`src/verilog/dcache_pkg.sv`:
```
package dcache_pkg;

	// processor address width
	localparam int XLEN = 32;

	// command codes, same on processor side and memory side
	localparam logic [1:0] BUS_NONE  = 2'd0;
	localparam logic [1:0] BUS_LOAD  = 2'd1;
	localparam logic [1:0] BUS_STORE = 2'd2;

	// memory only decodes address bits 15..0
	localparam int MEM_ADDR_BITS = 16;
	localparam int OFFSET_BITS   = 3;  // byte offset inside a doubleword, ignored

	// bits 15..3 name one doubleword
	localparam int DWORD_ADDR_BITS = MEM_ADDR_BITS - OFFSET_BITS;
	localparam int MEM_DWORDS      = 2 ** DWORD_ADDR_BITS; // 8192 doublewords

	// transaction tag, 0 means no response
	localparam int MEM_TAG_BITS = 4;

	// every data path is one doubleword wide
	localparam int DWORD_BITS = 64;

	// upper half of memory word i starts as this base plus i,
	// lower half is its inverse
	localparam logic [31:0] MEM_PATTERN_BASE = 32'hD000_0000;

endpackage

```
`src/verilog/mem_port_if.sv`:
```
`timescale 1ns/1ps

// cache to memory port, one outstanding command per cycle
interface mem_port_if;

	logic [1:0]                           command;  // BUS_NONE, BUS_LOAD or BUS_STORE
	logic [dcache_pkg::XLEN-1:0]          addr;
	logic [dcache_pkg::DWORD_BITS-1:0]    wdata;    // store data, write-backs only
	logic [dcache_pkg::MEM_TAG_BITS-1:0]  response; // nonzero when command accepted
	logic [dcache_pkg::DWORD_BITS-1:0]    rdata;
	logic [dcache_pkg::MEM_TAG_BITS-1:0]  rtag;     // tag of the load returning now

	modport cache (
		output command, addr, wdata,
		input  response, rdata, rtag
	);

	modport memory (
		input  command, addr, wdata,
		output response, rdata, rtag
	);

endinterface

```
`src/verilog/dcache.sv`:
```
`timescale 1ns/1ps

// direct-mapped, write-back, write-allocate data cache
// one doubleword per line
module dcache #(
	parameter int DCACHE_LINES = 32 // power of two, up to 4096
) (
	input  logic                                clock,
	input  logic                                reset,
	input  logic [dcache_pkg::XLEN-1:0]         proc2Dcache_addr,
	input  logic [dcache_pkg::DWORD_BITS-1:0]   proc2Dcache_data,
	input  logic [1:0]                          proc2Dcache_command, // held until done
	output logic [dcache_pkg::DWORD_BITS-1:0]   Dcache_data_out,
	output logic                                Dcache_valid_out,    // load done
	output logic                                finished,            // store done
	mem_port_if.cache                           mem
);

	localparam int INDEX_BITS = $clog2(DCACHE_LINES);
	localparam int TAG_BITS   = dcache_pkg::DWORD_ADDR_BITS - INDEX_BITS;
	localparam int PAD_BITS   = dcache_pkg::XLEN - dcache_pkg::MEM_ADDR_BITS;

	// line storage
	logic [dcache_pkg::DWORD_BITS-1:0] line_data [DCACHE_LINES];
	logic [TAG_BITS-1:0]               line_tag  [DCACHE_LINES];
	logic [DCACHE_LINES-1:0]           line_valid;
	logic [DCACHE_LINES-1:0]           line_dirty;

	// cache tag and index, not memory tags
	logic [TAG_BITS-1:0]   cur_tag, last_tag;
	logic [INDEX_BITS-1:0] cur_index, last_index;

	logic is_load, is_store;
	logic hit;
	logic victim_dirty;  // line holds another address and must go back first
	logic store_nwrite;  // store that can be written into the line right away
	logic need_mem;      // current request cannot finish without the memory

	// outstanding load tracking
	logic [dcache_pkg::MEM_TAG_BITS-1:0] mem_tag; // response tag we wait on
	logic miss_outstanding;  // a load was accepted and its data is not back yet
	logic changed_addr;
	logic load_pending;
	logic issue;             // drive a command on the memory port this cycle
	logic mem_accepted;
	logic load_accepted;
	logic wb_accepted;       // victim write-back taken by the memory
	logic got_mem_data;

	assign {cur_tag, cur_index} =
		proc2Dcache_addr[dcache_pkg::MEM_ADDR_BITS-1:dcache_pkg::OFFSET_BITS];

	assign is_load  = (proc2Dcache_command == dcache_pkg::BUS_LOAD);
	assign is_store = (proc2Dcache_command == dcache_pkg::BUS_STORE);

	// hit detect
	assign hit = line_valid[cur_index] && (line_tag[cur_index] == cur_tag);
	assign victim_dirty = line_valid[cur_index] && line_dirty[cur_index] && !hit;

	// processor side outputs, all combinational on the held request
	assign Dcache_data_out  = line_data[cur_index];
	assign Dcache_valid_out = hit && is_load;
	assign store_nwrite     = is_store && !victim_dirty; // hit, clean or invalid line
	assign finished         = store_nwrite;

	// load miss, or store that first has to push out a dirty victim
	assign need_mem = (is_load && !hit) || (is_store && victim_dirty);

	// a new address abandons whatever load was in flight
	assign changed_addr = (cur_tag != last_tag) || (cur_index != last_index);
	assign load_pending = miss_outstanding && !changed_addr;

	// keep re-presenting the request until the memory answers
	assign issue = need_mem && !load_pending;

	assign mem_accepted  = (mem.response != '0); // only nonzero for our own command
	assign load_accepted = mem_accepted && issue && !victim_dirty;
	assign wb_accepted   = mem_accepted && issue && victim_dirty;

	// returned tag matches the one saved at acceptance
	assign got_mem_data = load_pending && (mem.rtag == mem_tag);

	// write-back of the victim takes precedence over the current address
	always_comb begin
		mem.command = dcache_pkg::BUS_NONE;
		if (issue) begin
			mem.command = victim_dirty ? dcache_pkg::BUS_STORE : dcache_pkg::BUS_LOAD;
		end
	end

	always_comb begin
		if (victim_dirty) begin
			// rebuild the victim's address from its tag and our index
			mem.addr = {{PAD_BITS{1'b0}}, line_tag[cur_index], cur_index,
				{dcache_pkg::OFFSET_BITS{1'b0}}};
		end else begin
			mem.addr = {proc2Dcache_addr[dcache_pkg::XLEN-1:dcache_pkg::OFFSET_BITS],
				{dcache_pkg::OFFSET_BITS{1'b0}}};
		end
	end

	assign mem.wdata = line_data[cur_index]; // only looked at for write-backs

	// control state
	always_ff @(posedge clock) begin
		if (reset) begin
			line_valid       <= '0;    // every line invalid and clean
			line_dirty       <= '0;
			last_tag         <= '1;
			last_index       <= '1;
			miss_outstanding <= 1'b0;
			mem_tag          <= '0;
		end else begin
			last_tag   <= cur_tag;
			last_index <= cur_index;

			if (load_accepted) begin
				miss_outstanding <= 1'b1;
				mem_tag          <= mem.response;
			end else if (got_mem_data || changed_addr) begin
				miss_outstanding <= 1'b0; // filled, or the processor moved on
			end

			// refill comes in clean
			if (got_mem_data) begin
				line_valid[cur_index] <= 1'b1;
				line_dirty[cur_index] <= 1'b0;
			end

			if (store_nwrite) begin
				line_valid[cur_index] <= 1'b1;
				line_dirty[cur_index] <= 1'b1;
			end

			// victim now safe in memory
			if (wb_accepted) begin
				line_dirty[cur_index] <= 1'b0;
			end
		end
	end

	// payload, data and tag arrays
	always_ff @(posedge clock) begin
		if (got_mem_data) begin
			line_data[cur_index] <= mem.rdata;
			line_tag[cur_index]  <= cur_tag;
		end else if (store_nwrite) begin
			line_data[cur_index] <= proc2Dcache_data;
			line_tag[cur_index]  <= cur_tag;
		end else if (wb_accepted && is_store) begin
			// store miss: retag now, the store lands next cycle as a hit
			line_tag[cur_index] <= cur_tag;
		end
	end

endmodule

```
`src/flat_wrapper.sv`:
```
// flat-port wrapper written by rule: the top's interface ports become plain ports
module dcache_flat 
#(
	parameter int DCACHE_LINES = 32                            
)
  (clock, reset, proc2Dcache_addr, proc2Dcache_data, proc2Dcache_command, Dcache_data_out, Dcache_valid_out, finished, mem_command, mem_addr, mem_wdata, mem_response, mem_rdata, mem_rtag);
  mem_port_if mem_i ();
  input  logic clock;
  input  logic reset;
  input  logic [dcache_pkg::XLEN-1:0] proc2Dcache_addr;
  input  logic [dcache_pkg::DWORD_BITS-1:0] proc2Dcache_data;
  input  logic [1:0] proc2Dcache_command;
  output logic [dcache_pkg::DWORD_BITS-1:0] Dcache_data_out;
  output logic Dcache_valid_out;
  output logic finished;
  output wire logic [$bits(mem_i.command)-1:0] mem_command;
  output wire logic [$bits(mem_i.addr)-1:0] mem_addr;
  output wire logic [$bits(mem_i.wdata)-1:0] mem_wdata;
  input wire logic [$bits(mem_i.response)-1:0] mem_response;
  input wire logic [$bits(mem_i.rdata)-1:0] mem_rdata;
  input wire logic [$bits(mem_i.rtag)-1:0] mem_rtag;
  assign mem_command = mem_i.command;
  assign mem_addr = mem_i.addr;
  assign mem_wdata = mem_i.wdata;
  assign mem_i.response = mem_response;
  assign mem_i.rdata = mem_rdata;
  assign mem_i.rtag = mem_rtag;
  dcache #(.DCACHE_LINES(DCACHE_LINES)) u_core (.clock(clock), .reset(reset), .proc2Dcache_addr(proc2Dcache_addr), .proc2Dcache_data(proc2Dcache_data), .proc2Dcache_command(proc2Dcache_command), .Dcache_data_out(Dcache_data_out), .Dcache_valid_out(Dcache_valid_out), .finished(finished), .mem(mem_i));
endmodule
```
`config.mk`:
```
export PLATFORM = sky130hd
export DESIGN_NAME = dcache_flat
export DESIGN_NICKNAME = d
export VERILOG_FILES = /design/src/verilog/dcache_pkg.sv /design/src/verilog/mem_port_if.sv /design/src/verilog/dcache.sv /design/src/flat_wrapper.sv
export SDC_FILE = /design/constraint.sdc
export NUM_CORES = 2
export LEC_CHECK = 0
export BUFFER_PORTS_ARGS = -buffer_cell sky130_fd_sc_hd__buf_4
export CAP_MARGIN = 20
export CORE_MARGIN = 2
export CORE_UTILIZATION = 40
export CTS_BUF_LIST = sky130_fd_sc_hd__clkbuf_2
export DETAILED_ROUTE_END_ITERATION = 12
export PLACE_DENSITY_LB_ADDON = 0.3
export REMOVE_ABC_BUFFERS = 1
export SYNTH_ARGS = -nofsm -noshare
export SYNTH_HDL_FRONTEND = slang
export SYNTH_SLANG_ARGS = --single-unit
```
`constraint.sdc`:
```
create_clock -name clock -period 18.48 [get_ports clock]
set_clock_uncertainty 0.15 [all_clocks]
set_input_delay 1.848 -clock clock [delete_from_list [all_inputs] [get_ports clock]]
set_output_delay 1.848 -clock clock [all_outputs]
set_load 0.01 [all_outputs]
```
==> qor_table.md <==
| Metric | Value | Unit |
|:---|:---|:---|
| CTS buffer count | 599 | - |
| H-tree levels | 6 | - |
| Cell chain of the critical path | buf_8 > buf_4 > buf_4 > mux2i_1 > o22ai_1 > nor4_1 > a21oi_1 > or4_1 > o41ai_4 > buf_4 > buf_4 > a21oi_1 > a21o_1 > buf_4 | - |
| CP Buf/Inv Count | 6 | - |
| Width of the die | 483.7 | um |
| Cell chosen for the clock root | sky130_fd_sc_hd__clkbuf_2 | - |
| Power per unit of standard cell area | 97.27 | nW/um^2 |
| Routed WL per cell | 28.73 | um |
| Number of max-slew violations in the final report | 0 | - |
| Number of stages on the worst hold path | 1 | - |
| Most used cell, CP | sky130_fd_sc_hd__buf_4 | - |
| Worst supply voltage drop on vdd | 0.06555 | mV |
| Global route total overflow | 0 | - |
| Number of design rule violations left after detail routing | 2 | - |
| Slew HR | 0.1672 | - |
| Via-to-Cell Ratio | 5.763 | - |
| Worst R2R End | u_core.line_data[25][53] | - |
| Number of cells on the worst reg-to-reg path | 12 | - |
| First drt pass iteration count | 10 | - |
| Initial Utilization | 0.4011 | - |
| Post-layout utilization of the core | 0.4509 | - |
| First-iteration detailed-routing DRC count | 5458 | - |
| Clock tree from TritonCTS | built | - |
| End point of the critical path | mem_addr[14] | - |
| Number of antenna violations at the first check in global routing | 4 | - |
| Worst setup path startpoint | proc2Dcache_addr[3] | - |
| Final ANT Viol Nets | 0 | - |
| Slowest Stage Delay on Critical Path | 0.88 | ns |
| Crit Reg-Reg Startpoint | u_core.line_tag[3][7] | - |
| Post-Route WL | 244700 | um |
| Fmax | 100.9 | MHz |
| Levels on crit path | 14 | - |
| Critical path data required time | 16.48 | ns |
| CP Launch Type | primary input | - |
| Clock slew at reported path FFs | 0.11 | ns |
| Setup repair after global routing missed its margin | no | - |
| Critical path's top delay family | buffers and inverters | - |
| Fin Setup TNS | 0 | ns |
| Worst-Margin Slew | 1.249 | ns |
| Max clock buf depth | 4 | - |
| Area of the mapped netlist | 92040 | sq um |
| Number of filler instances in the final layout | 19.79k | - |
| Yosys Warn Count | 0 | - |
| Core box area | 229500 | sq um |
| Post-cts gate resize count | 0 | - |
| WS Path Type | in -> out | - |
| Cells after synthesis | 4395 | - |
| Die extent in y | 483.7 | um |
| Slowest cell on the critical path | sky130_fd_sc_hd__buf_4 | - |
| Clock latency reported for the late side of the worst-skew pair | 1.91 | ns |
| # port buffers | 329 | - |
| Crit. End Element | output port | - |
| Seq cells post-synth | 2386 | - |
| Finish-stage setup viols | 0 | - |
| Number of global-route vias before repair | 49.91k | - |
| Layout cells sized above 1 | 0.3535 | - |
| Overall fraction of global-route tracks in use | 0.2050 | - |
| Shortest clock period the worst path allows after layout | 9.910 | ns |
| Die Footprint | 234000 | sq um |
| Maximum number of pins on one net before global-route repair | 101 | - |
| Hold Violations, Final | 0 | - |
| Total number of placement rows | 176 | - |
| DP Wirelength | 122900 | um |
| Fraction of the yosys area taken by sequential cells | 0.7695 | - |
| FF-to-FF setup slack | 12.03 | ns |
| Max-capacitance violation count | 0 | - |
| Net count of the finished layout | 5312 | - |
| Number of distinct standard cells referenced by the synthesized netlist | 43 | - |
| First-pass GRT wire length | 346600 | um |
| Ports | 336 | - |
| Final worst-path cycle share | 0.5363 | - |
| Mean cell area of the mapped netlist | 20.94 | sq um |
| Result of the run | finished, violations left | - |
| Total via count in the routed design | 49.09k | - |
| Leakage dissipation | 33.56 | nW |
| Hold crit path type | in -> reg | - |
| Gp weighted congestion | 0.7660 | - |
| Post-CTS setup-driven buffer insertion count | 0 | - |
| Area added between synthesis and finish | 12.41 | % |
| Number of buffers inserted for hold repair after clock tree synthesis | 4 | - |
| Failing checks | design-rule violations | - |
| Worst endpoint data arrival time | 7.91 | ns |
| CTS sink count | 2386 | - |
| Max Fanout on Critical Path | 84 | - |
## cell type report
cell class	count	area, sq um	share of cell area
flip-flops and latches	2386	70830	0.6846
multi-input cells	1639	19910	0.1924
clock buffers	818	4094	0.03957
repair buffers	480	3921	0.03790
well taps	3026	3786	0.03659
clock inverters	119	764.5	0.007389
inverters	34	127.6	0.001233
diodes	15	37.54	0.0003628
## Yosys cell counts (all sizes together)
cell type     n  area, sq um
nor4         36        225.2
mux2         64        720.7
or3           1        6.260
nand3        37        190.2
and2         20        125.1
clkbuf      170        638.1
o41ai         1        27.53
nor3         62        310.3
or4b          4        40.04
and3         10        62.56
nand4bb       5        56.30
nor3b         1        7.510
dfxtp        82         1642
nor2b        13        81.33
a21oi        85        425.4
a21boi        1        7.510
o22ai        80        500.5
mux4        512        11530
and4          1        8.760
or4           8        60.06
edfxtp     2304        69190
o21ai        36        180.2
buf         168        957.2
or2          16        100.1
conb          1        3.750
nand2b        8        50.05
o2111ai       1        8.760
a31oi        35        219.0
nor2         59        221.5
a22oi       256         1922
o2bb2ai       4        35.03
inv          34        127.6
nand4b        4        35.03
xnor2        17        148.9
mux2i       160         1602
or4bb         1        11.26
a21o          6        45.04
nand2        21        78.83
nand4        71        444.2
## kinds of logic (layout without fill, tap and decap cells)
group,Yosys count,after routing,share of synthesized area
AO/OA/AOI/OAI,505,505,0.03662
XOR/XNOR,17,17,0.001618
buffers and inverters,372,1451,0.01872
flip-flops,2386,2386,0.7695
multiplexers,736,736,0.1505
other,1,18,0.00004074
AND/OR/NAND/NOR,378,378,0.02297
## metal layers
layer / track usage / share of wire
met5: 0 / 0
met4: 0.05597 / 0.019
met3: 0.04436 / 0.086
met2: 0.3304 / 0.48
met1: 0.2829 / 0.41
## registers in the layout, indices dropped and copies added (netlist names)
register / cells
u_core.line_data: 2048
u_core.line_tag: 256
u_core.line_dirty: 32
u_core.line_valid: 32
u_core.last_tag: 8
u_core.last_index: 5
u_core.mem_tag: 4
u_core.miss_outstanding: 1
## per-stage QoR
| stage | area, sq um | setup WS, ns | power (mW) | hold slack, ns | cells |
|---|---|---|---|---|---|
| floorplan | 90450 | 5.932 | 6.464 | 0.3158 | 4059 |
| global placement | 98120 | 8.612 | 6.800 | 0.3314 | 7540 |
| detailed placement | 98200 | 8.602 | 6.815 | 0.3363 | 7546 |
| CTS | 103100 | 8.580 | 10.16 | 0.04973 | 8487 |
| global route | 103500 | 8.337 | 10.46 | 0.08701 | 8513 |
| finish | 103500 | 8.570 | 10.06 | 0.2399 | 8517 |
## power breakdown
group | switching, mW | total, mW | internal, mW
registers | 0.0150 | 6.03 | 6.01
logic | 0.411 | 0.667 | 0.257
clock network | 2.05 | 3.37 | 1.32
## placed cells by master, fill, tap and decap left out, types with 5 or more instances in the layout
cell	netlist	routed
sky130_fd_sc_hd__nand2_1	21	21
sky130_fd_sc_hd__o22ai_1	80	80
sky130_fd_sc_hd__nand4_1	71	71
sky130_fd_sc_hd__mux4_2	512	512
sky130_fd_sc_hd__nand3_1	36	36
sky130_fd_sc_hd__inv_1	34	34
sky130_fd_sc_hd__nor2_1	59	41
sky130_fd_sc_hd__clkinv_1	0	76
sky130_fd_sc_hd__edfxtp_1	2304	2304
sky130_fd_sc_hd__bufinv_16	0	11
sky130_fd_sc_hd__dfxtp_1	82	82
sky130_fd_sc_hd__diode_2	0	15
sky130_fd_sc_hd__nor3_2	0	28
sky130_fd_sc_hd__nor3_1	62	34
sky130_fd_sc_hd__a31oi_1	35	35
sky130_fd_sc_hd__or2_2	16	16
sky130_fd_sc_hd__and2_1	20	17
sky130_fd_sc_hd__buf_4	75	454
sky130_fd_sc_hd__xnor2_1	17	17
sky130_fd_sc_hd__nand4bb_1	5	5
sky130_fd_sc_hd__nor4_2	0	8
sky130_fd_sc_hd__a21o_1	6	6
sky130_fd_sc_hd__buf_16	0	10
sky130_fd_sc_hd__and3_1	10	9
sky130_fd_sc_hd__inv_2	0	17
sky130_fd_sc_hd__nor2b_1	13	9
sky130_fd_sc_hd__a21oi_1	85	84
sky130_fd_sc_hd__o21ai_0	36	35
sky130_fd_sc_hd__clkbuf_2	0	818
sky130_fd_sc_hd__clkinv_2	0	11
sky130_fd_sc_hd__nor2_4	0	17
sky130_fd_sc_hd__nand2b_1	8	8
sky130_fd_sc_hd__mux2_1	60	60
sky130_fd_sc_hd__nor4_1	36	26
sky130_fd_sc_hd__a22oi_1	256	256
sky130_fd_sc_hd__mux2i_1	160	160
sky130_fd_sc_hd__or4_1	8	8
sky130_fd_sc_hd__buf_12	0	7
## worst min-delay path by stage
stage / startpoint / end
final: proc2Dcache_addr[9] / u_core.line_tag[14][1]
after global routing: proc2Dcache_addr[11] / u_core.line_tag[13][3]
after CTS: proc2Dcache_addr[12] / u_core.line_tag[12][4]
after detailed placement: u_core.line_dirty[2] / u_core.line_dirty[2]
after global placement: u_core.line_dirty[11] / u_core.line_dirty[11]
after floorplan: u_core.line_dirty[0] / u_core.line_dirty[0]
Note: power is estimated with default switching activity, not from simulation.
